===== src/uart_fifo.sv =====
/*
  Synchronous FIFO with first-word fall through on the read side.
  Writes while full and reads while empty are ignored.
  depth_o updates one cycle after the accepted write or read.
  Depth need not be a power of two.
*/
`timescale 1ns/10ps

module uart_fifo #(
  parameter int Width = 8,
  parameter int Depth = 16
) (
  input  logic                         clk_i,
  input  logic                         rst_ni,
  input  logic                         wvalid_i,
  input  logic [Width-1:0]             wdata_i,
  input  logic                         rready_i,
  output logic                         wready_o,
  output logic [$clog2(Depth+1)-1:0]   depth_o,
  output logic                         rvalid_o,
  output logic [Width-1:0]             rdata_o
);

  localparam int DepthW = $clog2(Depth + 1);
  localparam int PtrW   = (Depth > 1) ? $clog2(Depth) : 1;

  logic [Width-1:0]  mem_q [Depth];
  logic [PtrW-1:0]   wptr_q, rptr_q;
  logic [DepthW-1:0] count_q;
  logic              do_write, do_read;

  function automatic logic [PtrW-1:0] ptr_inc(input logic [PtrW-1:0] ptr);
    if (ptr == PtrW'(Depth - 1)) begin
      return '0;
    end
    return ptr + 1'b1;
  endfunction

  assign wready_o = (count_q != DepthW'(Depth));
  assign rvalid_o = (count_q != '0);
  assign do_write = wvalid_i & wready_o;
  assign do_read  = rready_i & rvalid_o;

  always_ff @(posedge clk_i or negedge rst_ni) begin
    if (!rst_ni) begin
      wptr_q  <= '0;
      rptr_q  <= '0;
      count_q <= '0;
    end else begin
      if (do_write) wptr_q <= ptr_inc(wptr_q);
      if (do_read)  rptr_q <= ptr_inc(rptr_q);
      unique case ({do_write, do_read})
        2'b10:   count_q <= count_q + 1'b1;
        2'b01:   count_q <= count_q - 1'b1;
        default: count_q <= count_q;
      endcase
    end
  end

  // storage
  always_ff @(posedge clk_i) begin
    if (do_write) mem_q[wptr_q] <= wdata_i;
  end

  assign rdata_o = mem_q[rptr_q];
  assign depth_o = count_q;

  a_count_bound: assert property (@(posedge clk_i) disable iff (!rst_ni)
    count_q <= DepthW'(Depth));

endmodule


===== config.mk =====
export PLATFORM = sky130hd
export DESIGN_NAME = uart_fifo
export DESIGN_NICKNAME = d
export VERILOG_FILES = /design/src/uart_fifo.sv
export SDC_FILE = /design/constraint.sdc
export NUM_CORES = 1
export LEC_CHECK = 0
export BUFFER_PORTS_ARGS = -buffer_cell sky130_fd_sc_hd__buf_4
export CORE_ASPECT_RATIO = 1.2
export CORE_MARGIN = 8
export CORE_UTILIZATION = 65
export DETAILED_ROUTE_END_ITERATION = 10
export GPL_TIMING_DRIVEN = 0
export PLACE_DENSITY = 0.89
export SYNTH_ARGS = -nofsm -noshare
export SYNTH_HDL_FRONTEND = slang
export SYNTH_SLANG_ARGS = --single-unit

===== constraint.sdc =====
create_clock -name clk_i -period 4.7 [get_ports clk_i]
set_input_delay 0.705 -clock clk_i [delete_from_list [all_inputs] [get_ports clk_i]]
set_output_delay 0.705 -clock clk_i [all_outputs]
set_load 0.02 [all_outputs]

* Yosys cells after proc, flatten, opt, wreduce, memory -nomap -nowiden *
Memory sizes are Yosys's and may differ from the RTL's.
Cells that the tools add are included.

cells by class
  reductions and logical operators = 2
  eq/ne operators = 5
  bitwise operators = 2
  mux-type cells = 11
  $add $sub $neg = 4

operators with widths
  operator                                           count
  2-to-1 mux 4 bit                                   4
  one-hot mux 5 bit (2 select lines)                 1
  adder 4 x 1 -> 4 bit (second input constant)       2
  == test 4 bit (second input constant)              2
  2-to-1 mux 1 bit                                   6
  adder 5 x 1 -> 5 bit (second input constant)       1
  inequality test 5 bit (second input constant)      1
  nonzero test 5 bit                                 1
  subtractor 5 x 1 -> 5 bit (second input constant)  1
  bitwise AND 1 bit                                  2
  == test 2 x 1 -> 1 bit (second input constant)     1
  == test 2 bit (second input constant)              1
  nonzero test 2 bit                                 1

word-level totals
  memories = 1
  bits of input ports = 12
  RAM bits = 128
  flip-flop bits (word level) = 13
  logic and storage cells = 28

memories
  memory  words  width  read ports  clocked after memory_dff  wr ports  RTL line  source
  mem_q   16     8      1           0                         1         27        logic [Width-1:0] mem_q [Depth];

* Depth between registers and ports, before layout *
  depth after elaboration = 4
  gate-level depth with buffers = 10
  depth with buffers taken out = 9

* Worst setup path before layout *
OpenSTA, ideal clock, no wires.

  kind = register to register
  start = reg count_q[1] (netlist: depth_o[1])
  end = reg count_q[4] (netlist: depth_o[4])
  cell stages (with the launch flop) = 9
  setup time = 134 ps
  path buffers = 0
  arrival time = 2564 ps
  setup slack = 2002 ps
  clock period less this slack = 2698 ps
  cells stage by stage = dfrtp_1 or4_4 o21a_4 ha_1 fa_1 a21o_1 a21oi_1 mux2i_1 xnor2_1

between the ends
  cells in the longest elaborated chain, start to end = 4

ends and longest elaborated chain
  item                                                                      RTL line  source
  start, declared                                                           29        logic [DepthW-1:0] count_q;
  start signal, assigned                                                    53        2'b10: count_q <= count_q + 1'b1;
  start signal, assigned                                                    54        2'b01: count_q <= count_q - 1'b1;
  start signal, assigned                                                    55        default: count_q <= count_q;
  nonzero test 5 bit *                                                      40        assign rvalid_o = (count_q != '0);
  bitwise AND 1 bit *                                                       42        assign do_read = rready_i & rvalid_o;
  net do_read                                                               30        logic do_write, do_read;
  == test 2 x 1 -> 1 bit or == test 2 bit (tied branches)                   52        unique case ({do_write, do_read})
  one-hot mux 5 bit (2 select lines) or nonzero test 2 bit (tied branches)  --

Mark *: on every way through the listed nets, which the timed path passes. The rest lies on a longest branch.
A chain may end at the register's enable or synchronous reset.

* Final worst setup path *
  start = reg rptr_q[0]
  end = out rdata_o[2]

between the ends
  cells in the longest elaborated chain, start to end = 1

ends and longest elaborated chain
  item                      RTL line  source
  start, declared           28        logic [PtrW-1:0] wptr_q, rptr_q;
  start signal, assigned    51        if (do_read) rptr_q <= ptr_inc(rptr_q);
  memory read (16 x 8 bit)  --
  end, declared             21        output logic [Width-1:0] rdata_o

Every way passes these cells.

==> impl_metrics.yaml <==
detailed_routing:
  viasPerCell: 6.483
  first_iter_violations: 325
  first_pass_iters: 6
  post-route-drc-count: 0
  wirelength_mm: 12.11
  vias: 3157
  ant_nets: 0
  wl_per_cell_um: 24.86
yosys:
  synth_edf_count: 128
  synth.avg_cell_area_sq_um: 18.65
  syn_inst: 311
  synth_compound_area_share_pct: 4.941
  synth_flop_cell: "edfxtp_1"
  synth-seq-cells: 141
  yosys_warnings: 0
  synth-simple-area-share_pct: 3.279
  netlist_area_sq_um: 5799
  synth.net_count: 333
  async_flop_share_pct: 9.220
  yosys.area_share.xor_xnor_pct: 0.9061
  synth_top_family_by_area: "multiplexers"
  synthAdderAreaFrac_pct: 2.287
  yosysSeqAreaShare_pct: 71.89
  synth.area.mux_share_pct: 14.61
  ys_types: 43
critical_path:
  r2r-start: "depth_o[0]"
  critPathRequiredTime_ns: 3.99
  startpoint_type: "flip-flop"
  crit_type: "reg -> out"
  startpoint: "rptr_q[0]"
  ff2ff_path_depth: 10
  worstSetupEndpointType: "primary output"
  path_max_fanout: 10
  arrival_ns: 2.44
sta:
  layout_min_cycle_time_ns: 3.141
  slew_headroom_pct: 4.217
  fin_hold_ws_ns: 0.01094
  hold_viol: 0
  rsz0062_at_grt: "no"
  fmax_ghz: 0.3184
  setup_violations: 0
  fin_tns_setup_ns: 0
  finClkSkew_ns: 0.009203
  final_max_slew_viol_count: 0
  tightest_slew_ns: 1.426
  fin_crit_sh_pct: 66.83
global_route:
  grt_pass1_vias: 3289
  grt_pass1_wl_mm: 18.58
  grt_max_degree: 17
  groute.usage.overall_pct: 21.41
  grt_overflow: 0
  grt_antenna_before_repair: 0
cells_and_area:
  regArea_sq_um: 4169
  fillCellCount: 467
  drive_above_1_share_pct: 24.86
  finalNetCount: 379
  multiInputGateArea_sq_um: 1509
  diodes: 0
  final_cell_mix: "edfxtp_1 (128), buf_4 (28), mux2i_1 (25)"
  area_growth_syn_to_layout_pct: 15.68
  final_common_cell: "edfxtp_1"
clocking:
  cts_sinks: 141
  clk_pin_slew_ns: 0.06
  ctsResizeCount: 0
  tritoncts: "built"
  hold_buffers: 0
  htreeDepth: 4
  insertion_delay_ns: 0.53
  clock_path_buffers: 2
  post_cts_buffers: 0
  cts_buffers: 17
  cts_root_buffer: "clkbuf_8"
floorplanning:
  die_h_um: 119.5
  design.portCount: 27
  die_w_um: 102.2
  start_util_pct: 67.35
  die-area_sq_um: 12210
  std_cell_rows: 37
  coreArea_sq_um: 8611
status:
  status: "completed"
flow_run:
  cap_viol_max_count: 0
placement:
  hpwl_mm: 7.532
  finalWeightedCongestion: 0.8285
  io_buffers: 26
power_and_ir_drop:
  p_leak_nw: 2.359
  power_density_nw_per_um2: 658.7
  peakVddDrop_mv: 0.4204
hold_path:
  hold_path_class: "in -> async"
-- cell families after synthesis --
family	Yosys count
fa+ha+maj	10
flops	141
xor+xnor	6
buf+inv	20
simple gates	41
mux	52
compound gates	41
-- worst paths after layout --
kind	slack, ns	to
max in group asynchronous	4.53	rptr_q[3]
min reg2reg	0.58	depth_o[3]
max reg2reg	1.82	depth_o[4]
min	0.01	depth_o[3]
min in group clk_i	0.50	mem_q[3][5]
max	1.56	rdata_o[2]
-- critical path: stages (launching register included) --
cell     delay, ns
dfrtp_1       0.43
buf_6         0.21
buf_8         0.17
mux4_1        0.60
a32oi_1       0.18
o21ai_1       0.12
buf_4         0.18
-- power by group --
| group | total [mW] | internal [mW] | leakage (nW) | switching (mW) |
|---|---|---|---|---|
| sequential | 1.63 | 1.53 | 1.31 | 0.0983 |
| clock | 1.27 | 0.796 | 0.269 | 0.472 |
| combinational | 1.52 | 0.658 | 0.777 | 0.862 |
-- state kept, by name (all words and copies together), names as in the netlist --
| name | cells |
|---|---|
| mem_q | 128 |
| depth_o | 5 |
| rptr_q | 4 |
| wptr_q | 4 |
-- cell type report --
cell class	instances	area share (%)
sequential	141	62.14
multi-input combinational	150	22.49
clock buffer	26	7.124
timing repair buffer	27	2.984
tap	117	2.182
buffer	16	1.585
clock inverter	6	1.268
inverter	4	0.2238
-- synthesized netlist by cell type, types with 3 or more instances --
master / count / share of area, %
nor3_1: 5 / 0.43
dfrtp_1: 13 / 5.6
o21ai_1: 6 / 0.52
buf_2: 5 / 0.43
ha_1: 9 / 1.9
mux2i_1: 25 / 4.3
mux4_1: 4 / 1.8
nand2b_1: 3 / 0.32
mux4_2: 20 / 7.8
inv_1: 4 / 0.26
a32oi_1: 8 / 1.2
nand3_1: 3 / 0.26
xnor2_1: 5 / 0.76
a22oi_1: 8 / 1.0
edfxtp_1: 128 / 66
a21oi_1: 3 / 0.26
nor2_1: 14 / 0.91
o21ai_0: 7 / 0.60
nand2_1: 11 / 0.71
-- per-layer routing --
| layer | up-vias | share of wire [%] | global-route usage (%) |
|---|---|---|---|
| met5 | - | 0 | 0 |
| met4 | 0 | 2.0 | 7.820 |
| met3 | 24 | 6.6 | 6.410 |
| met2 | 152 | 52 | 34.64 |
| met1 | 1634 | 39 | 26.54 |
| li1 | 1347 | - | - |
-- metrics by stage --
step	cells	setup slack (ns)	power [mW]	util (%)	area, sq um
after floorplan	311	2.002	2.658	-	5799
after global routing	487	1.478	4.592	77.91	6709
final	487	1.559	4.419	77.91	6709
after CTS	486	1.549	4.421	77.86	6704
after detailed placement	454	1.819	3.136	71.32	6141
after global placement	454	1.847	3.085	71.32	6141
Note: power is estimated with default switching activity, not from simulation.
