--- src/uart_pkg.sv ---
/*
  Shared widths, configuration, status and event types for the UART core.
  cfg fields are expected to stay stable while a frame is in flight.
  Status levels are 6 bits wide, so FifoDepth must not exceed 63.
  Watermark codes other than the four listed disable the rx watermark.
*/
package uart_pkg;

  // nco accumulator and character width
  parameter int NcoWidth  = 16;
  parameter int DataWidth = 8;

  // rx watermark thresholds of 1, 4, 8 and 16 entries
  typedef enum logic [2:0] {
    RXLVL_1  = 3'd0,
    RXLVL_4  = 3'd1,
    RXLVL_8  = 3'd2,
    RXLVL_16 = 3'd3
  } uart_rxilvl_e;

  // bit phase, used by both serializer and deserializer
  typedef enum logic [2:0] {
    ST_IDLE,
    ST_START,
    ST_DATA,
    ST_PARITY,
    ST_STOP
  } uart_bit_state_e;

  typedef struct packed {
    logic                tx_en;
    logic                rx_en;
    logic                nf_en;
    logic                parity_en;
    logic                parity_odd;
    logic [NcoWidth-1:0] nco;
    uart_rxilvl_e        rxilvl;
  } uart_cfg_t;

  typedef struct packed {
    logic       tx_full;
    logic       tx_empty;
    logic       tx_idle;
    logic       rx_full;
    logic       rx_empty;
    logic       rx_idle;
    logic [5:0] tx_lvl;
    logic [5:0] rx_lvl;
  } uart_status_t;

  // one-cycle pulses
  typedef struct packed {
    logic rx_watermark;
    logic rx_overflow;
    logic rx_frame_err;
    logic rx_parity_err;
    logic tx_empty;
  } uart_events_t;

endpackage

--- src/uart_tx.sv ---
/*
  Transmit serializer: start, 8 data bits LSB first, optional parity, stop.
  A byte is popped only on a baud tick while idle, so the start bit
  follows the pop by one cycle and every bit lasts exactly 16 ticks.
  Clearing tx_en_i aborts a frame in progress and idles the line high.
*/
`timescale 1ns/10ps

module uart_tx import uart_pkg::*; (
  input  logic                 clk_i,
  input  logic                 rst_ni,
  input  logic                 tx_en_i,
  input  logic                 tick_x16_i,
  input  logic                 parity_en_i,
  input  logic                 parity_odd_i,
  input  logic                 fifo_rvalid_i,
  input  logic [DataWidth-1:0] fifo_rdata_i,
  output logic                 fifo_rready_o,
  output logic                 idle_o,
  output logic                 tx_o
);

  uart_bit_state_e      state_q;
  logic [3:0]           cnt_q;
  logic [2:0]           bit_q;
  logic [DataWidth-1:0] shift_q;
  logic                 par_q;
  logic                 tx_q;
  logic                 bit_end;

  assign fifo_rready_o = tx_en_i & tick_x16_i & fifo_rvalid_i & (state_q == ST_IDLE);
  assign bit_end       = tick_x16_i & (cnt_q == 4'hf);

  ////////////////////////////////////////
  // bit phase fsm
  ////////////////////////////////////////
  always_ff @(posedge clk_i or negedge rst_ni) begin
    if (!rst_ni) begin
      state_q <= ST_IDLE;
      cnt_q   <= '0;
      bit_q   <= '0;
      tx_q    <= 1'b1;
    end else if (!tx_en_i) begin
      state_q <= ST_IDLE;
      tx_q    <= 1'b1;
    end else begin
      if (state_q != ST_IDLE && tick_x16_i) cnt_q <= cnt_q + 4'd1;
      unique case (state_q)
        ST_IDLE: begin
          if (fifo_rready_o) begin
            state_q <= ST_START;
            cnt_q   <= '0;
            bit_q   <= '0;
            tx_q    <= 1'b0;
          end
        end
        ST_START: begin
          if (bit_end) begin
            state_q <= ST_DATA;
            tx_q    <= shift_q[0];
          end
        end
        ST_DATA: begin
          if (bit_end) begin
            bit_q <= bit_q + 3'd1;
            if (bit_q == 3'd7) begin
              state_q <= parity_en_i ? ST_PARITY : ST_STOP;
              tx_q    <= parity_en_i ? par_q : 1'b1;
            end else begin
              tx_q <= shift_q[1];
            end
          end
        end
        ST_PARITY: begin
          if (bit_end) begin
            state_q <= ST_STOP;
            tx_q    <= 1'b1;
          end
        end
        ST_STOP: begin
          // line is already high, only the phase ends here
          if (bit_end) state_q <= ST_IDLE;
        end
        default: state_q <= ST_IDLE;
      endcase
    end
  end

  // byte and parity latched at the pop, shifted out lsb first
  always_ff @(posedge clk_i) begin
    if (fifo_rready_o) begin
      shift_q <= fifo_rdata_i;
      par_q   <= (^fifo_rdata_i) ^ parity_odd_i;
    end else if (state_q == ST_DATA && bit_end) begin
      shift_q <= shift_q >> 1;
    end
  end

  assign idle_o = (state_q == ST_IDLE);
  assign tx_o   = tx_q;

  // every pop comes from idle and puts the start bit on the line next cycle
  a_pop_from_idle: assert property (@(posedge clk_i) disable iff (!rst_ni)
    fifo_rready_o |-> (state_q == ST_IDLE) ##1 (state_q == ST_START && !tx_o));

endmodule
--- config.mk ---
export PLATFORM = sky130hd
export DESIGN_NAME = uart_tx
export DESIGN_NICKNAME = d
export VERILOG_FILES = /design/src/uart_pkg.sv /design/src/uart_tx.sv
export SDC_FILE = /design/constraint.sdc
export NUM_CORES = 1
export LEC_CHECK = 0
export BUFFER_PORTS_ARGS = -buffer_cell sky130_fd_sc_hd__clkbuf_2
export CAP_MARGIN = 10
export CORE_MARGIN = 4
export CORE_UTILIZATION = 30
export CTS_CLUSTER_SIZE = 14
export DETAILED_ROUTE_END_ITERATION = 8
export MAX_ROUTING_LAYER = met4
export PLACE_DENSITY = 0.59
export RECOVER_POWER = 50
export SETUP_SLACK_MARGIN = 0.15
export SYNTH_ARGS = -nofsm -noshare
export SYNTH_HDL_FRONTEND = slang
export SYNTH_SLANG_ARGS = --single-unit
export TNS_END_PERCENT = 30
--- constraint.sdc ---
create_clock -name clk_i -period 4.5 [get_ports clk_i]
set_input_delay 0.675 -clock clk_i [delete_from_list [all_inputs] [get_ports clk_i]]
set_output_delay 0.675 -clock clk_i [all_outputs]
set_load 0.01 [all_outputs]
# Word level (Yosys, flattened, before mapping)

Index checks and enable logic that the tools add are counted.

Reductions and logical operators: 10
$add $sub $neg: 2
Mux-type cells: 25
Bitwise logic cells: 5
Equality and inequality tests: 15

Operators with widths:

| operator              | number |
|---|---|
| $mux W3               | 10 |
| $ne A3 B3 Y1 const B  | 6 |
| $mux W8               | 2 |
| $pmux W3 S5           | 1 |
| $mux W4               | 3 |
| $reduce_xor A8 Y1     | 1 |
| $mux W1               | 7 |
| $eq A3 B2 Y1 const B  | 2 |
| $eq A3 B3 Y1 const B  | 2 |
| $pmux W3 S2           | 1 |
| $reduce_and A6 Y1     | 1 |
| $ne A5 B1 Y1 const B  | 1 |
| $reduce_and A5 Y1     | 1 |
| $add A4 B1 Y4 const B | 1 |
| $and A1 B1 Y1         | 4 |
| $eq A4 B4 Y1 const B  | 1 |
| $ne A2 B2 Y1 const B  | 2 |
| $pmux W1 S4           | 1 |
| $reduce_and A4 Y1     | 1 |
| $reduce_bool A2 Y1    | 2 |
| $add A3 B1 Y3 const B | 1 |
| $eq A3 B1 Y1 const B  | 1 |
| $logic_not A3 Y1      | 1 |
| $reduce_bool A3 Y1    | 1 |
| other kinds (2)       | 3 |

Input port bits: 15
Logic and storage cells: 63
Output and inout bits: 3
Register bits after elaboration: 20

# Depth between registers and ports, before layout

Word-level depth: 6
Mapped depth: 7
Depth with buffers taken out: 6

# Least setup slack after synthesis

OpenSTA, ideal clock, no wires.

Path type: in2out
Start point: input port tx_en_i
End point: output port fifo_rready_o
Path slack: 2.316 ns
Buffers on the path: 2
Required time: 3.825 ns
Cell stages on the path: 5
Data arrival time: 1.509 ns
Cell sequence: nand2b_4 -> or4_1 -> buf_6 -> inv_4 -> buf_8

Longest elaborated chain between the ends: 3

RTL lines:

| item                       | RTL line      | source |
|---|---|---|
| start: declaration         | uart_tx.sv:12 | `input logic tx_en_i,` |
| $and A1 B1 Y1 (3 in a row) | uart_tx.sv:31 | `assign fifo_rready_o = tx_en_i & tick_x16_i & fifo_rvalid_i & (state_q == ST_IDLE);` |
| end: declaration           | uart_tx.sv:18 | `output logic fifo_rready_o,` |

Every way passes these cells.

# Final worst setup path

Start point: register state_q[2]
End point: output port fifo_rready_o

Longest elaborated chain between the ends: 2

RTL lines:

| item                     | RTL line      | source |
|---|---|---|
| start: declaration       | uart_tx.sv:23 | `uart_bit_state_e state_q;` |
| start signal: assignment | uart_tx.sv:67 | `state_q <= parity_en_i ? ST_PARITY : ST_STOP;` |
| $logic_not A3 Y1         | uart_tx.sv:31 |  |
| $and A1 B1 Y1            | uart_tx.sv:31 |  |

Every way passes these cells.

==> impl_results.md <==
- Clk sinks: 20
- Post-synthesis async set-or-reset flop share: between 50% and 60%
- CP endpoint kind: primary output
- WS Path Type: flop to primary output
- Htree depth: 1
- Initial antenna violation count: 0
- Max Root-Sink Buffers: 2
- Max-slew violation count: 0
- Status: complete, no violations
- Crit path max fanout: 13
- Dpl hpwl: around 1700 µm
- # port buffers: 17
- Vias in the first global route: just over 800
- Worst rel slew slack: a little over a quarter
- # Post-CTS Setup Buffers: 0
- DIE AREA: 4800 µm²
- Area Overhead vs Synth: 13.6%
- Number of buffers created by CTS: 3
- First-pass GRT wire length: around 3800 µm
- Final setup vio count: 0
- Iter 0 DRT Violations: 62
- Gr ovfl total: 0
- Hold-fix buffers, CTS: 0
- Power Dens Cells: approximately 340 nW/µm²
- Endpoints failing hold: 0
- # fillers: between 300 and 400
- Root Buffer: clkbuf_8
- Initial Util: approximately 32%
- DR vias/cell: 4.70
- Synth Cell Area: approximately 1100 µm²
- Wirelength per Cell: roughly 13 µm
- Seq/Total Area, Yosys: approximately half
- Area leader, netlist: edfxtp_1
- Top cell type's share of synthesized area: 24.0%
- Core area: 3470 µm²
- Final wirelength: 2200 µm
- Total GRT Usage: approximately 10%
- Final min period: between 2 and 3 ns
- Static Leak: roughly 0.57 nW
- Cell variety after synth: 37
- VDD IR max: ~0.00010 V
- MaxCap Viol Count: 0
- Cts repair resizes: 0
- Die width: approximately 69 µm
- Measured slew at the worst slew-check pin: 1.09 ns
- Largest net degree at the start of global routing: 14
- Setup TNS: 0 ns
- Clock latency on the worst-skew pair: approximately 0.26 ns
- Synth area leaders: edfxtp_1 24%, dfrtp_1 22%, nand2_1 9.0%
- Hold slack: around 0.39 ns
- CTS tree: done
- Clk_skew: 0.00253 ns
- Net Count, Synth: between 100 and 150
- Die H: ~70 µm
- Synthesized area per cell: between 10 and 15 µm²
- Syn. warnings: 0
- Final net count: roughly 150
- DRT Pass-1 Iters: 4
- Achievable clock frequency: about 0.36 GHz
- Commonest non-fill, non-tap cell in the layout: nand2_1
- Critical Path RT: 3.83 ns
- Worst hold-check path type: input port to async pin
- Number of flops mapped to enable cells by yosys: 9
- Ys flop type: dfrtp_1
- Mapped Cells: 109
- Worst endpoint data arrival time: between 2 and 2.5 ns
- Worst-path clk slew: 0.08 ns
- Top Ports: 18
- Share of post-route cells with drive strength above 1: between 10% and 20%
- Worst Setup Start Kind: flop
- DRT antenna net count: 0
- Routed vias: around 810
- Final Cycle Share: between 60% and 70%
- Diodes inserted: 0
- Residual DRC count: 0
- RSZ-0062 raised after global routing: false
- Number of synthesized register bits: 20
- Row count: 21
- Most frequent cells in the layout: 27 x nand2_1, 14 x clkbuf_2, 10 x dfrtp_1
- Final GP Congestion: ~0.87
## flip-flops by register name, summed over array words and instances, names as in the netlist
name	count
bit_q	3
cnt_q	4
par_q	1
shift_q	8
state_q	3
tx_o	1
## where the power goes
group,internal (W),switching (W),leakage (nW)
logic,0.0000239,0.0000272,0.304
clock network,0.000119,0.0000600,0.0357
registers,0.000201,0.00000683,0.233
total,0.000344,0.0000940,0.573
## final timing paths
kind	start	to	slack [ns]	depth (start not counted)
setup / recovery	state_q[2]$_DFFE_PN0P_	fifo_rready_o	1.69	4
hold / removal	rst_ni	bit_q[1]$_DFFE_PN0P_	0.39	1
setup reg to reg	state_q[1]$_DFFE_PN0P_	shift_q[6]$_DFFE_PP_	2.29	2
hold reg to reg	shift_q[5]$_DFFE_PP_	shift_q[4]$_DFFE_PP_	0.53	2
max in group asynchronous	rst_ni	cnt_q[3]$_DFFE_PN0P_	3.71	1
min in group clk_i	shift_q[5]$_DFFE_PP_	shift_q[4]$_DFFE_PP_	0.53	2
## worst max-delay path, stage by stage, from the launching register on
cell	delay (ns)
dfrtp_1	0.48
nand2b_1	0.21
or4_1	0.64
clkinvlp_2	0.35
clkbuf_2	0.20
## cell type report
| cell class | count | area (µm²) | area share [%] |
|---|---|---|---|
| inverter | 4 | 16.3 | 1.27 |
| sequential | 20 | 547 | 42.8 |
| timing repair buffer | 17 | 81.3 | 6.36 |
| clock inverter | 1 | 30.0 | 2.35 |
| multi-input combinational | 81 | 505 | 39.5 |
| clock buffer | 3 | 41.3 | 3.23 |
| tap | 46 | 57.6 | 4.50 |
## cells in the mapped netlist, types with 2 or more instances
master / number
ha_1: 3
nand4_1: 2
xor2_1: 4
o21ai_0: 4
dfrtp_1: 10
xnor2_1: 7
inv_1: 3
nand2_1: 27
o22ai_1: 2
edfxtp_1: 9
buf_6: 3
mux2i_1: 2
nor2_1: 7
nor3b_1: 3
## stage by stage
| step | cell area (µm²) | util [%] | total power (W) | std cells | setup WS (ns) |
|---|---|---|---|---|---|
| after detailed placement | 1220 | 35.2 | 0.000264 | 168 | 1.90 |
| after CTS | 1290 | 37.2 | 0.000442 | 172 | 1.89 |
| after global routing | 1280 | 36.9 | 0.000459 | 172 | 1.52 |
| after floorplan | 1130 | - | 0.000246 | 109 | 2.32 |
| final | 1280 | 36.9 | 0.000438 | 172 | 1.69 |
| after global placement | 1220 | 35.2 | 0.000261 | 168 | 1.92 |
## cell families (layout without fill, tap and decap cells)
family | count (synthesis) | count (layout) | synth area share [%]
AO/OA/AOI/OAI | 15 | 15 | 9.22
XOR/XNOR | 11 | 11 | 8.56
adder cells (fa/ha/maj) | 3 | 3 | 3.33
buffers and inverters | 8 | 25 | 5.89
flip-flops | 20 | 20 | 48.6
multiplexers | 4 | 4 | 3.78
AND/OR/NAND/NOR | 48 | 48 | 20.7
## routing by layer
layer / GRT usage, % / vias to the layer above / wire length, µm
li1: - / 412 / -
met1: 13.2 / 377 / 1130
met2: 14.2 / 18 / 945
met3: 2.90 / 2 / 110
met4: 4.56 / 0 / 20
met5: - / - / 0
(Power assumes the default switching activity.)
