### config.mk
export PLATFORM = sky130hd
export DESIGN_NAME = uart_baud_gen
export DESIGN_NICKNAME = d
export VERILOG_FILES = /design/src/uart_pkg.sv /design/src/uart_baud_gen.sv
export SDC_FILE = /design/constraint.sdc
export NUM_CORES = 1
export LEC_CHECK = 0
export BUFFER_PORTS_ARGS = -buffer_cell sky130_fd_sc_hd__buf_4
export CAP_MARGIN = 20
export CORE_ASPECT_RATIO = 0.5
export CORE_MARGIN = 3
export CORE_UTILIZATION = 55
export DETAILED_ROUTE_END_ITERATION = 6
export GPL_TIMING_DRIVEN = 1
export PLACE_DENSITY = 0.76
export SYNTH_ARGS = -nofsm -noshare
export SYNTH_HDL_FRONTEND = slang
export SYNTH_SLANG_ARGS = --single-unit
### constraint.sdc
create_clock -name clk_i -period 3.4 [get_ports clk_i]
set_clock_uncertainty 0.2 [all_clocks]
set_input_delay 0.17 -clock clk_i [delete_from_list [all_inputs] [get_ports clk_i]]
set_output_delay 0.17 -clock clk_i [all_outputs]
set_load 0.01 [all_outputs]
### src/uart_pkg.sv
/*
  Shared widths, configuration, status and event types for the UART core.
  cfg fields are expected to stay stable while a frame is in flight.
  Status levels are 6 bits wide, so FifoDepth must not exceed 63.
  Watermark codes other than the four listed disable the rx watermark.
*/
package uart_pkg;

  // nco accumulator and character width
  parameter int NcoWidth  = 16;
  parameter int DataWidth = 8;

  // rx watermark thresholds of 1, 4, 8 and 16 entries
  typedef enum logic [2:0] {
    RXLVL_1  = 3'd0,
    RXLVL_4  = 3'd1,
    RXLVL_8  = 3'd2,
    RXLVL_16 = 3'd3
  } uart_rxilvl_e;

  // bit phase, used by both serializer and deserializer
  typedef enum logic [2:0] {
    ST_IDLE,
    ST_START,
    ST_DATA,
    ST_PARITY,
    ST_STOP
  } uart_bit_state_e;

  typedef struct packed {
    logic                tx_en;
    logic                rx_en;
    logic                nf_en;
    logic                parity_en;
    logic                parity_odd;
    logic [NcoWidth-1:0] nco;
    uart_rxilvl_e        rxilvl;
  } uart_cfg_t;

  typedef struct packed {
    logic       tx_full;
    logic       tx_empty;
    logic       tx_idle;
    logic       rx_full;
    logic       rx_empty;
    logic       rx_idle;
    logic [5:0] tx_lvl;
    logic [5:0] rx_lvl;
  } uart_status_t;

  // one-cycle pulses
  typedef struct packed {
    logic rx_watermark;
    logic rx_overflow;
    logic rx_frame_err;
    logic rx_parity_err;
    logic tx_empty;
  } uart_events_t;

endpackage

### src/uart_baud_gen.sv
/*
  NCO baud generator, tick rate is f_clk * nco / 2**NcoWidth.
  The tick is the registered carry and is high for one cycle.
  nco values above half range give ticks on back-to-back cycles.
*/
`timescale 1ns/10ps

module uart_baud_gen import uart_pkg::*; (
  input  logic                clk_i,
  input  logic                rst_ni,
  input  logic                enable_i,
  input  logic [NcoWidth-1:0] nco_i,
  output logic                tick_x16_o
);

  // top bit holds the carry out of the previous add
  logic [NcoWidth:0] acc_q;

  always_ff @(posedge clk_i or negedge rst_ni) begin
    if (!rst_ni) begin
      acc_q <= '0;
    end else if (enable_i) begin
      acc_q <= {1'b0, acc_q[NcoWidth-1:0]} + {1'b0, nco_i};
    end else begin
      // drop a pending carry so no tick leaks out while disabled
      acc_q <= {1'b0, acc_q[NcoWidth-1:0]};
    end
  end

  assign tick_x16_o = acc_q[NcoWidth];

endmodule

## Word-level counts from Yosys, hierarchy flattened

Index checks and enable logic that the tools add are counted.

- Flip-flop bits (word level): 17
- Input bits: 19
- Logic and storage cells: 4

- Muxes and demuxes: 1
- Add/sub/neg operators: 1

Operators with widths:

| kind | number |
|---|---|
| $add 16x16->17 | 1 |
| $mux 17 | 1 |

## Depth between registers and ports, before layout

Gate-level depths: netlist of run 1.

- Depth after elaboration: 2
- Gate-level depth with buffers: 7
- Depth with buffers taken out: 7

## Worst setup path before layout of run 1

No wires, ideal clock.

- Kind: reg-to-reg
- Start point: register acc_q[0]
- End point: register acc_q[14]
- Buffers on the path: 0
- Cell stages (with the launch flop): 8
- Data required time: 3.133 ns
- Slack: 1.177 ns
- Setup time: 0.067 ns
- Arrival: 1.955 ns
- Cells stage by stage: dfrtp_1 ha_1 fa_1 a21o_1 a211o_4 o22ai_4 a2bb2oi_2 o221a_1

- Cells in the longest elaborated chain, start to end: 1

RTL lines:

| what | RTL line | RTL |
|---|---|---|
| start, declared | uart_baud_gen.sv:17 | `logic [NcoWidth:0] acc_q;` |
| start signal, assigned | uart_baud_gen.sv:23 | `acc_q <= {1'b0, acc_q[NcoWidth-1:0]} + {1'b0, nco_i};` |
| start signal, assigned | uart_baud_gen.sv:26 | `acc_q <= {1'b0, acc_q[NcoWidth-1:0]};` |
| $add 16x16->17 | uart_baud_gen.sv:23 |  |

No other way between the ends.
A chain may end at the register's enable or synchronous reset.

## Worst setup path after layout of run 1

Same ends and word-level chain as after synthesis.

==> qor.csv, run 1 <==
metric,value,unit
GR Overflow Total,0,
antenna diode count,0,
number of flip-flops under the largest register name,17,
register area,425,sq um
FMAX,417,MHz
Fillers,197,
reg2reg setup slack,1.00,ns
sequential power share,24.5,%
cell taking the most area after synthesis,dfrtp_1,
WP data required,3.40,ns
cts bufs inserted,3,
CTS Hold Bufs,1,
die area,0.00350,sq mm
vias,1337,
area grow syn2layout,10.0,%
slowest CP cell,fa_1,
Psw,0.677,mW
placed inst area,0.00163,sq mm
RSZ-0062 raised after global routing,false,
crit-path cells,ha_1 > fa_1 > a21o_1 > a211o_4 > o22ai_4 > a2bb2oi_2 > o221a_1,
reg2reg path depth,7,
Yosys cell types,51,
GP Congestion,0.897,
final setup TNS,0,ns
Post-Route WL,3550,microns
Die Y,43.4,microns
Worst Hold End,acc_q[0]$_DFFE_PN0P_,
Worst-path clk slew,0.07,ns
first-pass GRT wire length,5790,microns
"EDFF count, synth",0,
Post-Synthesis Cells,167,
"Top FF cell, synth",dfrtp_1,
Largest regs,acc_q (17),
hold path depth,3,
Tcrit/Tclk final,70.5,%
post_cts resized,0,
Startpoint Class,flop,
vias in the first global route,1177,
clock power share,10.5,%
drt wl/cell,16.4,microns
r2r endpoint,acc_q[14]$_DFFE_PN0P_,
layout cells sized above 1,19.8,%
post-layout net count,219,
Net Sw Frac,45.4,%
H-tree levels,1,
drt via density,6.16,
largest net degree at the start of global routing,22,
crit path time final,2.40,ns
final core utilization,69.9,%
Yosys top cell area share,27.7,%
Min-Delay Startpoint,nco_i[0],
setup bufs post-CTS,0,
Final Hold Slack,0.0612,ns
syn avg cell area,9.19,sq um
Top-Level Pins,20,
pwr dens,884,mW/mm^2
width of the chip,80.7,microns
Total GRT Usage,21.7,%
synth top area cells,"dfrtp_1 (28%), ha_1 (13%), a21oi_1 (5.5%)",
dpl hpwl,2670,microns
drt pass-1 iters,4,
most frequent cells in the layout,"buf_4 (19), a21oi_1 (17), dfrtp_1 (17)",
Int Pwr,0.815,mW
status,"finished, final reports clean",
max-slew violations,0,
final hold viol count,0,
Seq cells post-synth,17,
Starting Density,63.5,%
RR Startpoint,acc_q[0]$_DFFE_PN0P_,
Worst-Margin Slew,0.605,ns
Crit Path Max Fanout,4,
sequential cell area fraction in the yosys report,27.7,%
drt drc,0,
TritonCTS clock tree,done,
CP Data Arrival Time,2.39,ns
# rows,12,
CTS root buffer,clkbuf_8,
Async SR Flop Fraction,100,%
multi-input logic area,0.00100,sq mm
clk buf depth,2,
Pleak,0.773,nW
Max-Slew Margin vs Limit,59.6,%
combinational power share,65.0,%
Finish-stage setup viols,0,
Post-Syn Area,0.00154,sq mm
Routed Antenna Nets,0,
Top reg by flops,acc_q,
Max-Cap Viols,0,
type of the most critical hold path,primary input to flop,
Worst Setup SP,acc_q[0]$_DFFE_PN0P_,
Slowest Stage Delay on Critical Path,0.41,ns
Iteration-0 DRC Markers,82,
overall power,1.49,mW
Sink Count,17,
core area,0.00242,sq mm
Synth Warn #,0,
Worst Setup End Kind,flop,
"commonest non-fill, non-tap cell in the layout",buf_4,
peak supply drop,0.462,mV
Crit Path Category,flop to flop,
port bufs,19,
number of antenna violations at the first check in global routing,0,
fin area,0.00169,sq mm
"Clk Latency, worst-skew pair",0.26,ns
Post-Syn Nets,203,
cell usage after synthesis, types with 3 or more instances:
library cell	instances
a21oi_1	17
dfrtp_1	17
ha_1	16
nand2_1	14
nor2_1	14
a21o_1	7
nand4_1	7
inv_1	5
nand3_1	5
mux2_2	4
o21ai_0	4
xnor2_1	4
buf_6	3
o2111ai_1	3
or3_1	3
layer usage:
metal  up-vias  part of all wire [%]  global-route usage, %
met1       626                    49                   31.2
met3         4                   7.0                   6.02
met4         0                   1.1                   4.71
li1        656                     -                      -
met2        51                    42                   32.7
met5         -                     0                      0
worst max path at each step:
stage                                 end  cells past startpoint
floorplan           acc_q[14]$_DFFE_PN0P_                      7
global placement    acc_q[14]$_DFFE_PN0P_                      7
detailed placement  acc_q[14]$_DFFE_PN0P_                      7
CTS                 acc_q[14]$_DFFE_PN0P_                      7
global route         acc_q[6]$_DFFE_PN0P_                      7
finish              acc_q[14]$_DFFE_PN0P_                      7
worst max-delay path: cells and delay by family, from the launching register on:
family                     cells  cell delay (ns)
AOI/OAI and AO/OA              5             1.12
adders and majority gates      2             0.63
DFF                            1             0.38
cell families after synthesis:
group	share of synthesized area, %
simple gates	18.3
flops	27.7
compound gates	26.3
buf+inv	7.01
fa+ha+maj	14.3
mux	2.93
xor+xnor	3.42
cell type report:
cell class	count	share of cell area [%]
clock buffers	3	2.44
clock inverters	1	0.296
inverters	5	1.11
multi-input cells	136	59.3
flip-flops and latches	17	25.2
well taps	35	2.59
repair buffers	20	9.04
metrics by stage:
step	instances	setup WS, ns
6_report	217	1.00
5_1_grt	217	0.915
4_1_cts	217	1.00
3_5_place_dp	212	1.03
3_3_place_gp	212	1.08
2_1_floorplan	167	1.18
power groups by stage:
| stage | clock network (mW) | logic [mW] | registers, mW |
|---|---|---|---|
| after detailed placement | 0 | 0.955 | 0.368 |
| after global routing | 0.174 | 1.08 | 0.376 |
| after global placement | 0 | 0.925 | 0.362 |
| final | 0.157 | 0.970 | 0.366 |
| after CTS | 0.163 | 0.959 | 0.365 |
| after floorplan | 0 | 0.808 | 0.352 |
(Power assumes the default switching activity.)
==> inputs of run 2 (changes only) <==
clock period = 2.3 ns   (was 3.4 ns; I/O delays follow)
==> run 2 against run 1 <==
  * Cell count up 3.7%
  * Design area is 3.9% higher
  * Clock power grew 52%
  * Critical path depth unchanged
  * Global-route usage grew 0.32 points
  * Flip-flop and latch count is the same
  * Setup slack got worse by 0.96 ns
  * Via count rose by 3.4%
  * Fmax up 6.0%
  * Power up 55%
  * Worst hold slack lost 0.048 ns
  * Largest cell class unchanged
  * First-iteration DRC count is 1.2% lower
==> qor.csv, run 2 (synthesis gave the netlist of run 1 again) <==
metric,value,unit,change
"Clk Latency, worst-skew pair",0.26,ns,about the same
Iteration-0 DRC Markers,81,,-1.2%
Fillers,208,,+5.6%
fin area,0.00175,sq mm,+3.9%
vias,1382,,+3.4%
M1 WL,1780,microns,+1.3%
WP data required,2.30,ns,-1.10 ns
reg2reg setup slack,0.04,ns,-0.96 ns
final core utilization,72.6,%,+2.7 points
Total GRT Usage,22.0,%,+0.32 points
cts bufs inserted,3,,unchanged
Tcrit/Tclk final,98.2,%,+28 points
final hold viol count,0,,unchanged
placed inst area,0.00169,sq mm,+3.2%
status,"finished, final reports clean",,
Sink Count,17,,unchanged
dpl ws,-0.0620,ns,-1.09 ns
width of the chip,80.7,microns,unchanged
Starting Density,63.5,%,unchanged
TritonCTS clock tree,done,,
Pleak,0.809,nW,+4.7%
pwr dens,1320,mW/mm^2,+49%
FMAX,443,MHz,+6.0%
GP Congestion,0.898,,+0.19%
drt pass-1 iters,4,,unchanged
Top reg by flops,acc_q,,
drt via density,6.14,,-0.31%
drt drc,0,,unchanged
hold path depth,2,,-1
Top-Level Pins,20,,unchanged
Worst Setup End Kind,flop,,
"commonest non-fill, non-tap cell in the layout",buf_4,,
area grow syn2layout,14.3,%,
core area,0.00242,sq mm,unchanged
Startpoint Class,flop,,
H-tree levels,1,,unchanged
WL met2,1560,microns,+3.9%
WL met3,233,microns,-5.7%
Worst-path clk slew,0.07,ns,about the same
Max-Slew Margin vs Limit,60.1,%,+0.42 points
type of the most critical hold path,primary input to flop,,
crit path time final,2.26,ns,-0.137 ns
antenna diode count,0,,unchanged
Worst-Margin Slew,0.598,ns,-0.00627 ns
largest net degree at the start of global routing,22,,unchanged
Crit Path Category,flop to flop,,
# rows,12,,unchanged
Post-Route WL,3590,microns,+1.3%
max-slew violations,0,,unchanged
vias in the first global route,1234,,+4.8%
top layer in use,met4,,
first-pass GRT wire length,5870,microns,+1.4%
drt wl/cell,16.0,microns,-2.3%
Max-Cap Viols,0,,unchanged
post-layout net count,227,,+3.7%
dpl hpwl,2610,microns,-2.3%
final setup margin,0.0406,ns,-0.963 ns
CP Data Arrival Time,2.26,ns,-0.13 ns
port bufs,19,,unchanged
Largest regs,acc_q (17),,
overall power,2.31,mW,+55%
Routed Antenna Nets,0,,unchanged
GR Overflow Total,0,,unchanged
Finish-stage setup viols,0,,unchanged
CTS root buffer,clkbuf_8,,
dpl cells,219,,+3.3%
clk buf depth,2,,unchanged
number of flip-flops under the largest register name,17,,unchanged
layout cells sized above 1,24.2,%,+4.4 points
RSZ-0062 raised after global routing,true,,
die area,0.00350,sq mm,unchanged
peak supply drop,0.707,mV,+53%
Die Y,43.4,microns,unchanged
Layout Cells excl Fill,225,,+3.7%
Crit Path Max Fanout,4,,unchanged
number of antenna violations at the first check in global routing,0,,unchanged
reg2reg path depth,7,,unchanged
most frequent cells in the layout,"buf_4 (27), a21oi_1 (17), dfrtp_1 (17)",,
==> run 2: cell types whose count changed in the layout (fill, tap and decap cells not counted), sizes merged <==
cell / change
buf: +8
==> run 2: repair_timing <==
action / CTS / global route
pin swaps: 3 / 3
cloned: 0 / 0
setup endpoints to repair: 5 / 6
buffers inserted: 0 / 1
gates resized for setup: 2 / 0
hold buffers: 1 / 0
endpoints found under the hold margin: 17 / 0
==> run 2: power by group <==
part / switching [mW] / internal (mW)
clock: 0.118 / 0.121
sequential: 0.0887 / 0.450
combinational: 0.817 / 0.715
total: 1.02 / 1.29
==> run 2: through the flow <==
stage               TNS [ns]  hold slack [ns]
detailed placement    -0.107           -0.199
global placement    -0.00196           -0.202
finish                     0           0.0131
global route          -0.116           0.0144
floorplan                  0           -0.381
CTS                        0          0.00234
==> run 2: cell type report <==
class | count | area, sq um | share of cell area (%)
Inverter | 5 | 18.8 | 1.07
Timing Repair Buffer | 28 | 213 | 12.1
Sequential cell | 17 | 425 | 24.3
Clock buffer | 3 | 41.3 | 2.35
Multi-Input combinational cell | 136 | 1010 | 57.4
Clock inverter | 1 | 5.00 | 0.285
Tap cell | 35 | 43.8 | 2.50
==> run 2: critical path, stage by stage, from the launching register on <==
cell and delay, ns:
dfrtp_1 0.38, ha_2 0.19, fa_2 0.34, a21o_1 0.19, a211o_4 0.34, o22ai_4 0.17
a2bb2oi_2 0.19, o221a_1 0.19
==> run 2: worst paths after layout <==
path / startpoint / end
setup reg to reg: acc_q[0]$_DFFE_PN0P_ / acc_q[14]$_DFFE_PN0P_
max in group asynchronous: rst_ni / acc_q[10]$_DFFE_PN0P_
setup / recovery: acc_q[0]$_DFFE_PN0P_ / acc_q[14]$_DFFE_PN0P_
min in group asynchronous: rst_ni / acc_q[4]$_DFFE_PN0P_
hold reg to reg: acc_q[10]$_DFFE_PN0P_ / acc_q[10]$_DFFE_PN0P_
hold / removal: enable_i / acc_q[2]$_DFFE_PN0P_
==> run 2: routing by layer <==
metal  vias to the layer above  global-route usage [%]
li1                        681                       -
met1                       655                    31.9
met2                        42                    34.2
met3                         4                    5.60
met4                         0                    3.03
met5                         -                       0
