**src/uart_pkg.sv**
```systemverilog
/*
  Shared widths, configuration, status and event types for the UART core.
  cfg fields are expected to stay stable while a frame is in flight.
  Status levels are 6 bits wide, so FifoDepth must not exceed 63.
  Watermark codes other than the four listed disable the rx watermark.
*/
package uart_pkg;

  // nco accumulator and character width
  parameter int NcoWidth  = 16;
  parameter int DataWidth = 8;

  // rx watermark thresholds of 1, 4, 8 and 16 entries
  typedef enum logic [2:0] {
    RXLVL_1  = 3'd0,
    RXLVL_4  = 3'd1,
    RXLVL_8  = 3'd2,
    RXLVL_16 = 3'd3
  } uart_rxilvl_e;

  // bit phase, used by both serializer and deserializer
  typedef enum logic [2:0] {
    ST_IDLE,
    ST_START,
    ST_DATA,
    ST_PARITY,
    ST_STOP
  } uart_bit_state_e;

  typedef struct packed {
    logic                tx_en;
    logic                rx_en;
    logic                nf_en;
    logic                parity_en;
    logic                parity_odd;
    logic [NcoWidth-1:0] nco;
    uart_rxilvl_e        rxilvl;
  } uart_cfg_t;

  typedef struct packed {
    logic       tx_full;
    logic       tx_empty;
    logic       tx_idle;
    logic       rx_full;
    logic       rx_empty;
    logic       rx_idle;
    logic [5:0] tx_lvl;
    logic [5:0] rx_lvl;
  } uart_status_t;

  // one-cycle pulses
  typedef struct packed {
    logic rx_watermark;
    logic rx_overflow;
    logic rx_frame_err;
    logic rx_parity_err;
    logic tx_empty;
  } uart_events_t;

endpackage

```
**src/uart_rx.sv**
```systemverilog
/*
  Receive path with a 2-flop synchronizer, an optional majority-of-3 filter
  and a deserializer that samples each bit 16 ticks apart, starting mid-bit.
  The filter adds 2 cycles of delay to the line.
  A frame starts only on a falling edge, so a stuck-low line after a
  frame error does not retrigger. Results pulse at the stop-bit sample.
*/
`timescale 1ns/10ps

module uart_rx import uart_pkg::*; (
  input  logic                 clk_i,
  input  logic                 rst_ni,
  input  logic                 rx_en_i,
  input  logic                 nf_en_i,
  input  logic                 tick_x16_i,
  input  logic                 parity_en_i,
  input  logic                 parity_odd_i,
  input  logic                 rx_i,
  output logic                 valid_o,
  output logic [DataWidth-1:0] data_o,
  output logic                 frame_err_o,
  output logic                 parity_err_o,
  output logic                 push_o,
  output logic                 idle_o
);

  logic                 sync_q1, sync_q2;
  logic                 nf_q1, nf_q2, nf_maj_q;
  logic                 rx_in, rx_prev_q, rx_fall;
  uart_bit_state_e      state_q;
  logic [3:0]           cnt_q;
  logic [2:0]           bit_q;
  logic [DataWidth-1:0] shift_q;
  logic                 par_bit_q;
  logic                 sample;

  ////////////////////////////////////////
  // line conditioning
  ////////////////////////////////////////
  always_ff @(posedge clk_i or negedge rst_ni) begin
    if (!rst_ni) begin
      sync_q1   <= 1'b1;
      sync_q2   <= 1'b1;
      nf_q1     <= 1'b1;
      nf_q2     <= 1'b1;
      nf_maj_q  <= 1'b1;
      rx_prev_q <= 1'b1;
    end else begin
      sync_q1   <= rx_i;
      sync_q2   <= sync_q1;
      nf_q1     <= sync_q2;
      nf_q2     <= nf_q1;
      // majority of 3 votes masks a one-cycle spike
      nf_maj_q  <= (sync_q2 & nf_q1) | (sync_q2 & nf_q2) | (nf_q1 & nf_q2);
      rx_prev_q <= rx_in;
    end
  end

  assign rx_in   = nf_en_i ? nf_maj_q : sync_q2;
  assign rx_fall = rx_prev_q & ~rx_in;
  assign sample  = tick_x16_i & (cnt_q == 4'hf);

  ////////////////////////////////////////
  // deserializer fsm
  ////////////////////////////////////////
  always_ff @(posedge clk_i or negedge rst_ni) begin
    if (!rst_ni) begin
      state_q <= ST_IDLE;
      cnt_q   <= '0;
      bit_q   <= '0;
    end else if (!rx_en_i) begin
      state_q <= ST_IDLE;
    end else begin
      if (state_q != ST_IDLE && tick_x16_i) cnt_q <= cnt_q + 4'd1;
      unique case (state_q)
        ST_IDLE: begin
          if (rx_fall) begin
            state_q <= ST_START;
            cnt_q   <= '0;
          end
        end
        ST_START: begin
          // a high line at mid start bit means it was a glitch
          if (tick_x16_i && cnt_q == 4'd7) begin
            state_q <= rx_in ? ST_IDLE : ST_DATA;
            cnt_q   <= '0;
            bit_q   <= '0;
          end
        end
        ST_DATA: begin
          if (sample) begin
            bit_q <= bit_q + 3'd1;
            if (bit_q == 3'd7) state_q <= parity_en_i ? ST_PARITY : ST_STOP;
          end
        end
        ST_PARITY: begin
          if (sample) state_q <= ST_STOP;
        end
        ST_STOP: begin
          if (sample) state_q <= ST_IDLE;
        end
        default: state_q <= ST_IDLE;
      endcase
    end
  end

  always_ff @(posedge clk_i) begin
    if (state_q == ST_DATA && sample) shift_q <= {rx_in, shift_q[DataWidth-1:1]};
    if (state_q == ST_PARITY && sample) par_bit_q <= rx_in;
  end

  // all results pulse in the stop-bit sample cycle
  assign valid_o      = rx_en_i & (state_q == ST_STOP) & sample;
  assign data_o       = shift_q;
  assign frame_err_o  = valid_o & ~rx_in;
  assign parity_err_o = valid_o & parity_en_i & ((^shift_q) ^ par_bit_q ^ parity_odd_i);
  assign push_o       = valid_o & ~frame_err_o & ~parity_err_o;
  assign idle_o       = (state_q == ST_IDLE);

endmodule

```
**config.mk**
```make
export PLATFORM = sky130hd
export DESIGN_NAME = uart_rx
export DESIGN_NICKNAME = d
export VERILOG_FILES = /design/src/uart_pkg.sv /design/src/uart_rx.sv
export SDC_FILE = /design/constraint.sdc
export NUM_CORES = 1
export LEC_CHECK = 0
export CORE_MARGIN = 5
export CORE_UTILIZATION = 50
export DETAILED_ROUTE_END_ITERATION = 7
export DONT_BUFFER_PORTS = 1
export GPL_TIMING_DRIVEN = 0
export SYNTH_ARGS = -nofsm -noshare
export SYNTH_HDL_FRONTEND = slang
export SYNTH_SLANG_ARGS = --single-unit
```
**constraint.sdc**
```tcl
create_clock -name clk_i -period 2.4 [get_ports clk_i]
set_input_delay 0.72 -clock clk_i [delete_from_list [all_inputs] [get_ports clk_i]]
set_output_delay 0.72 -clock clk_i [all_outputs]
set_load 0.05 [all_outputs]
```
---- Yosys cells after proc, flatten, opt, wreduce, memory -nomap -nowiden ----
Index checks and enable logic that the tools add are counted.
word-level totals
  bits in registers ....................... 25
  input port bits ......................... 8
  output and inout port bits .............. 13
  logic and storage cells ................. 75
cells by class
  add/subtract/negate cells ............... 2
  equal/unequal tests ..................... 15
  mux-type cells .......................... 18
  bitwise logic cells ..................... 19
  reductions and logical operators ........ 10
operators with widths
  operator                                                number
  two-way mux 3 bit                                       10
  inequality test 3 bit (second input constant)           5
  case mux 3 bit (5 select lines)                         1
  AND 1 bit                                               12
  two-way mux 4 bit                                       3
  case mux 4 bit (2 select lines)                         1
  parity 8 bit                                            1
  == test 3 x 2 -> 1 bit (second input constant)          2
  == test 3 bit (second input constant)                   2
  case mux 3 bit (2 select lines)                         1
  AND reduction 6 bit                                     1
  adder 4 x 1 -> 4 bit (second input constant)            1
  == test 4 x 3 -> 1 bit (second input constant)          1
  == test 4 bit (second input constant)                   1
  logical AND 1 bit                                       4
  inequality test 2 bit (second input constant)           2
  AND reduction 4 bit                                     1
  adder 3 x 1 -> 3 bit (second input constant)            1
  == test 3 x 1 -> 1 bit (second input constant)          1
  zero test 3 bit                                         1
  inequality test 3 x 2 -> 1 bit (second input constant)  1
  inverter 1 bit                                          3
  nonzero test 3 bit                                      1
  two-way mux 2 bit                                       1
  4 further kinds                                         6

---- Longest topological paths before layout ----
Gate-level depths: netlist of run 1.
  depth after elaboration ................. 7
  depth in mapped cells ................... 6
  gate-level depth less buffers ........... 6

---- Least setup slack after synthesis of run 1 ----
OpenSTA, ideal clock, no wires.
  kind .................................... input port to output port
  start ................................... input port tick_x16_i
  end ..................................... output port push_o
  data arrival time ....................... 2.499 ns
  required time ........................... 1.680 ns
  setup slack ............................. -0.819 ns
  cell stages on the path ................. 4
  path buffers ............................ 0
  path through ............................ nand4_2 -> nor2_1 -> nand2_1 -> a21oi_1
between the ends
  longest elaborated chain between the ends .. 6
  elaborated cells between the ends (all ways) .. 9
  those cells by class .................... 9 x bitwise
RTL lines
  element                                      line                            source
  start, declared                              uart_rx.sv:15                   input logic tick_x16_i,
  AND 1 bit *                                  uart_rx.sv:61                   assign sample = tick_x16_i & (cnt_q == 4'hf);
  AND 1 bit *                                  uart_rx.sv:113                  assign valid_o = rx_en_i & (state_q == ST_STOP) & sample;
  named net valid_o                            uart_rx.sv:19                   output logic valid_o,
  AND 1 bit (on tied branches)                 uart_rx.sv:115, uart_rx.sv:116
  inverter 1 bit or AND 1 bit (tied branches)  uart_rx.sv:117, uart_rx.sv:116
  AND 1 bit or inverter 1 bit (tied branches)  uart_rx.sv:117                  assign push_o = valid_o & ~frame_err_o & ~parity_err_o;
  AND 1 bit *                                  uart_rx.sv:117
  end, declared                                uart_rx.sv:23                   output logic push_o,
The timed path passes the listed nets; every way through them passes the cells marked *.

---- Worst setup path in the final report of run 1 ----
  start ................................... register shift_q[5] (netlist: data_o[5])
  end ..................................... output port parity_err_o
between the ends
  longest elaborated chain between the ends .. 4
RTL lines
  element                          line            source
  start, declared                  uart_rx.sv:33   logic [DataWidth-1:0] shift_q;
  start signal, assigned           uart_rx.sv:108  if (state_q == ST_DATA && sample) shift_q <= {rx_in, shift_q[DataWidth-1:1]};
  parity 8 bit                     uart_rx.sv:116  assign parity_err_o = valid_o & parity_en_i & ((^shift_q) ^ par_bit_q ^ parity_odd_i);
  bitwise XOR 1 bit (2 in series)  uart_rx.sv:116
  AND 1 bit                        uart_rx.sv:116
  end, declared                    uart_rx.sv:22   output logic parity_err_o,
No other way between the ends.

==> flow_metrics.env, run 1 <==
export IMPL_grt_overflow=0
export IMPL_seq_area_frac_synth_pct=54.0
export IMPL_r2r_end="data_o[6]"
export IMPL_path_class="reg2out"
export IMPL_syn_cell_area_um2=1250
export IMPL_drc=0
export IMPL_cts_sinks=25
export IMPL_cp_data_required_time_ns=1.68
export IMPL_fillCellCount=189
export IMPL_hp_class="in2async"
export IMPL_drv_cap=0
export IMPL_pwr_share_comb_pct=17.5
export IMPL_fin_crit_ns=2.94
export IMPL_ys_seq_elements=25
export IMPL_insertion_delay_ns=0.33
export IMPL_multi_input_area_um2=646
export IMPL_reg2reg_depth=4
export IMPL_clk_path_buf_depth=2
export IMPL_p_int_w=0.000601
export IMPL_p_clk_share_pct=23.6
export IMPL_syn2layout_area_growth_pct=16.6
export IMPL_rows=18
export IMPL_fin_nets=122
export IMPL_stdcell_area_um2=1460
export IMPL_cts_htree_levels=1
export IMPL_regArea_um2=679
export IMPL_design_core_area_um2=2430
export IMPL_finalClockSkew_ns=0.00597
export IMPL_holdBufCountCts=0
export IMPL_setup_viol=3
export IMPL_arrival_ns=2.22
export IMPL_wl_per_cell_um=17.1
export IMPL_status="finished, violations left"
export IMPL_grt_max_degree=17
export IMPL_reg2reg_setup_slack_ns=0.48
export IMPL_worst_slack_ns=-0.537
export IMPL_cts_tree="done"
export IMPL_cts_made_buffers=3
export IMPL_drtAntennaViolNets=0
export IMPL_critical_path_peak_fanout=3
export IMPL_relSlewSlack_pct=52.8
export IMPL_die_x_um=60.1
export IMPL_die_area_um2=3610
export IMPL_dpl_hpwl_um=1710
export IMPL_start_util_pct=51.6
export IMPL_gp_congestion=0.784
export IMPL_p_leak_nw=0.591
export IMPL_whs_ns=0.0602
export IMPL_p_sw_w=0.000232
export IMPL_grt_pass1_vias=800
export IMPL_endpoint_kind="output pin"
export IMPL_fmax_mhz=341
export IMPL_power_frac_seq_pct=58.9
export IMPL_post_route_period_util_pct=122
export IMPL_via_per_inst=5.94
export IMPL_dpl_cell_area_um2=1340
export IMPL_fin_util_pct=60.1
export IMPL_violations="negative setup slack"
export IMPL_io_pins=21
export IMPL_antenna_found_initial=0
export IMPL_syn_nets=112
export IMPL_grt_setup_unrepaired="yes"
export IMPL_netSwitchingFraction_pct=27.9
export IMPL_hold_violations=0
export IMPL_syn_avg_cell_area_um2=12.5
export IMPL_slew_viol_final=0
export IMPL_worstSetupStartpointType="flop"
export IMPL_portBuffers=0
export IMPL_vdd_drop_max_mv=0.462
export IMPL_synth_distinct_cells=35
export IMPL_ys_warnings_count=0
export IMPL_initialDrtViolationCount=39
export IMPL_clockRootBuffer="clkbuf_4"
export IMPL_track_usage_pct=15.1
export IMPL_synth_cells=100
export IMPL_cts_clk_slew_worst_paths_ns=0.14
export IMPL_dieHeight_um=60.1
export IMPL_num_vias=825
export IMPL_antenna_cells=0
export IMPL_drt_wl_total_um=2380
export IMPL_grt_pass1_wl_um=3950
export IMPL_p_per_area_nw_per_um2=570
export IMPL_tightest_slew_ns=0.705
export IMPL_drive_above_1_share_pct=31.2
export IMPL_dr_pass1_iters=4
export IMPL_reg2reg_from="state_q[2]"
-- what timing repair did --
| item | 4_1_cts | 5_1_grt |
|---|---|---|
| pin swaps | 4 | 2 |
| gates resized for setup | 7 | 3 |
| buffers inserted | 2 | 4 |
| gates cloned | 0 | 0 |
| setup endpoints to repair | 5 | 3 |
-- layout by cell type, fill, tap and decap left out, drive strengths merged, types with 3 or more instances in the layout --
cell type   n
nand2b      3
and3        3
buf         8
dfstp       6
nand2       4
clkbuf      3
dfrtp      10
nor2       13
nor3        3
mux2        4
edfxtp      9
xnor2       9
ha          4
-- area by class of cell --
type,instances,area share [%]
buffer,3,1.45
clock buffer,3,1.54
clock inverter,1,0.513
inverter,2,0.513
multi-input combinational,70,44.1
sequential,25,46.5
tap,30,2.57
timing repair buffer,5,2.82
-- cells by family (layout without fill, tap and decap cells) --
group,count (synthesis),after routing,synth area share (%)
compound gates,10,10,7.78
mux,6,6,5.18
buf+inv,5,14,1.79
xor+xnor,11,11,8.77
simple gates,38,38,17.6
fa+ha+maj,5,5,4.79
flops,25,25,54.0
-- routing by layer --
metal	vias to the layer above	routed length, um	global-route usage, %
met5	-	0	0
li1	382	-	-
met2	31	1140	23.3
met3	9	141	3.46
met1	403	1040	19.8
met4	0	64	7.59
-- flip-flops by register name, indices dropped and copies added (netlist names) --
name and flops:
rx_prev_q 1, sync_q2 1, nf_q1 1, data_o 8, cnt_q 4, bit_q 3, sync_q1 1, nf_q2 1
state_q 3, par_bit_q 1, nf_maj_q 1
-- worst max-delay path: stages, from the launching register on --
cell and delay (ns):
edfxtp_1 0.65, xnor2_1 0.25, xnor3_1 0.45, xnor2_2 0.21, and3_4 0.32
-- stage by stage --
step | total power, W | TNS (ns) | cells | worst slack [ns]
finish | 0.000833 | -1.07 | 139 | -0.537
CTS | 0.000831 | -1.12 | 136 | -0.553
global route | 0.000880 | -1.31 | 139 | -0.617
global placement | 0.000608 | -0.384 | 130 | -0.215
floorplan | 0.000590 | -0.227 | 100 | -0.117
detailed placement | 0.000609 | -0.379 | 130 | -0.199
-- worst max path at each step --
stage	startpoint	cells after the start	slack, ns	end
2_1_floorplan	data_o[4]	4	-0.12	parity_err_o
3_3_place_gp	rx_en_i	4	-0.22	push_o
3_5_place_dp	tick_x16_i	4	-0.20	push_o
4_1_cts	data_o[5]	4	-0.55	parity_err_o
5_1_grt	data_o[5]	4	-0.62	parity_err_o
6_report	data_o[5]	4	-0.54	parity_err_o
-- synth_stat cells --
master / n / area share (%)
nand4bb_1: 1 / 0.90
nand2_1: 4 / 1.2
edfxtp_1: 9 / 22
and2b_1: 1 / 0.60
nor2_1: 13 / 3.9
mux2_1: 3 / 2.7
a22oi_1: 2 / 1.2
o311a_1: 1 / 0.80
nand3_1: 2 / 0.80
nor3b_2: 1 / 1.0
nor3_1: 2 / 0.80
nor3_2: 1 / 0.80
buf_2: 3 / 1.2
o311ai_2: 1 / 1.3
mux2i_1: 2 / 1.6
maj3_1: 1 / 0.80
nand4_2: 1 / 1.0
xnor2_1: 9 / 6.3
nand4_1: 1 / 0.50
dfrtp_1: 10 / 20
a21o_1: 1 / 0.60
a21oi_1: 2 / 0.80
mux2_2: 1 / 0.90
xor2_1: 1 / 0.70
xnor3_1: 1 / 1.8
nor3b_1: 1 / 0.60
and3_1: 3 / 1.5
nor4b_1: 2 / 1.4
dfstp_2: 6 / 13
o22ai_1: 1 / 0.50
nand2b_1: 3 / 1.5
ha_1: 4 / 4.0
inv_1: 2 / 0.60
o32ai_2: 2 / 2.6
nand3b_1: 2 / 1.2
-- power groups by stage --
stage	clock network (W)	registers [W]	logic [W]
after floorplan	0	0.000492	0.0000980
after global placement	0	0.000496	0.000112
after detailed placement	0	0.000496	0.000113
after CTS	0.000203	0.000484	0.000143
after global routing	0.000224	0.000494	0.000161
final	0.000197	0.000491	0.000146
Power figures use the tool's default switching activity.
==> run 2, diff against run 1 <==
==> constraint.sdc (replaced) <==
create_clock -name clk_i -period 2.4 [get_ports clk_i]
set_input_delay 0.12 -clock clk_i [delete_from_list [all_inputs] [get_ports clk_i]]
set_output_delay 0.12 -clock clk_i [all_outputs]
set_load 0.05 [all_outputs]
==> flow_metrics.env, run 2 (synthesis gave the netlist of run 1 again) <==
export IMPL_status="finished clean"
export IMPL_design_core_area_um2=2430
export IMPL_finalClockSkew_ns=0.00367
export IMPL_fin_nets=122
export IMPL_grt_max_degree=17
export IMPL_post_route_period_util_pct=98.5
export IMPL_hp_class="in2reg"
export IMPL_dpl_cell_area_um2=1300
export IMPL_drv_cap=0
export IMPL_arrival_ns=2.24
export IMPL_worstHoldPathCells=1
export IMPL_cts_htree_levels=1
export IMPL_reg2reg_depth=4
export IMPL_insertion_delay_ns=0.32
export IMPL_stdcell_area_um2=1410
export IMPL_pwr_share_comb_pct=15.1
export IMPL_fmax_mhz=423
export IMPL_dr_pass1_iters=4
export IMPL_antenna_found_initial=0
export IMPL_die_x_um=60.1
export IMPL_drtAntennaViolNets=0
export IMPL_fin_util_pct=57.9
export IMPL_final_common_cell="nor2_1"
export IMPL_endpoint_kind="output pin"
export IMPL_netSwitchingFraction_pct=28.2
export IMPL_via_per_inst=5.83
export IMPL_p_int_w=0.000586
export IMPL_dp_cells=131
export IMPL_setup_viol=0
export IMPL_die_area_um2=3610
export IMPL_dpl_hpwl_um=1650
export IMPL_grt_setup_unrepaired="yes"
export IMPL_syn2layout_area_growth_pct=12.2
export IMPL_cts_sinks=25
export IMPL_cts_made_buffers=3
export IMPL_drive_above_1_share_pct=23.9
export IMPL_drc=0
export IMPL_start_util_pct=51.6
export IMPL_dieHeight_um=60.1
export IMPL_cts_tree="done"
export IMPL_p_clk_share_pct=25.1
export IMPL_p_per_area_nw_per_um2=580
export IMPL_gp_congestion=0.742
export IMPL_rows=18
export IMPL_tightest_slew_ns=0.835
export IMPL_antenna_cells=0
export IMPL_vdd_drop_max_mv=0.373
export IMPL_reg2reg_setup_slack_ns=0.49
export IMPL_critical_path_peak_fanout=3
export IMPL_clk_path_buf_depth=2
export IMPL_grt_pass1_wl_um=4040
export IMPL_grt_pass1_vias=820
export IMPL_drt_wl_total_um=2330
export IMPL_portBuffers=0
export IMPL_largest_register_ffs=8
export IMPL_cts_clk_slew_worst_paths_ns=0.15
export IMPL_path_class="reg2out"
export IMPL_fin_crit_ns=2.36
export IMPL_final_cells=139
export IMPL_io_pins=21
export IMPL_final_cell_mix="12 x nor2_1, 10 x dfrtp_1, 9 x edfxtp_1"
export IMPL_initialDrtViolationCount=22
export IMPL_cp_data_required_time_ns=2.28
export IMPL_power_frac_seq_pct=59.8
export IMPL_p_sw_w=0.000230
export IMPL_track_usage_pct=15.1
export IMPL_hold_violations=0
export IMPL_p_leak_nw=0.579
export IMPL_grt_overflow=0
export IMPL_worstSetupStartpointType="flop"
export IMPL_clockRootBuffer="clkbuf_4"
export IMPL_num_vias=811
export IMPL_relSlewSlack_pct=44.0
export IMPL_wl_per_cell_um=16.8
export IMPL_slew_viol_final=0
run 2: cell types whose count changed in the layout (fill, tap and decap cells not counted), sizes merged:
cell         delta
clkinvlp        -1
inv             +1
buf             -4
dlygate4sd3     +4
run 2: path summary, 6_finish.rpt:
kind	to	from
worst min-delay path	rx_prev_q	nf_en_i
max in group asynchronous	cnt_q[3]	rst_ni
worst max-delay path	parity_err_o	data_o[4]
worst min register to register	sync_q2	sync_q1
min in group asynchronous	state_q[0]	rst_ni
worst max register to register	data_o[5]	state_q[0]
run 2: through the flow:
stage          setup TNS (ns)  power [W]  hold slack (ns)  setup WS (ns)
5_1_grt                -0.144   0.000868           0.0617        -0.0812
3_5_place_dp          -0.0446   0.000607           -0.175        -0.0446
3_3_place_gp          -0.0497   0.000604           -0.175        -0.0497
4_1_cts                -0.137   0.000829           0.0625        -0.0976
6_report                    0   0.000816           0.0794         0.0371
2_1_floorplan               0   0.000586           -0.176          0.162
run 2: routing by layer:
metal / part of all wire [%] / up-vias / GRT usage, %
li1: - / 381 / -
met4: 0.64 / 0 / 4.75
met3: 5.6 / 2 / 2.81
met1: 42 / 410 / 20.2
met5: 0 / - / 0
met2: 51 / 18 / 24.5
run 2: layout make-up:
type                       instances  area (um^2)
sequential                        25          678
timing repair buffer               5         47.5
multi-input combinational         70          591
fill                             209         1020
clock buffer                       3         22.5
tap                               30         37.5
buffer                             3         15.0
inverter                           2         7.51
clock inverter                     1         8.76
run 2: repair_timing:
action	4_1_cts	5_1_grt
endpoints found under the setup margin	2	2
gates cloned	0	0
endpoints found under the hold margin	20	0
pin swaps	0	4
gates resized for setup	3	3
hold buffers	4	0
setup buffers	0	0
run 2: power groups by stage:
| stage | registers [W] | clock network [W] | logic [W] |
|---|---|---|---|
| 2_1_floorplan | 0.000492 | 0 | 0.0000941 |
| 4_1_cts | 0.000488 | 0.000218 | 0.000122 |
| 6_report | 0.000488 | 0.000204 | 0.000123 |
| 3_3_place_gp | 0.000496 | 0 | 0.000108 |
| 3_5_place_dp | 0.000497 | 0 | 0.000110 |
| 5_1_grt | 0.000493 | 0.000237 | 0.000138 |
run 2: worst max-delay path: stages, from the launching register on:
cell,delay (ns)
edfxtp_1,0.66
xnor2_1,0.25
xnor3_1,0.46
xnor2_2,0.22
and3_4,0.33
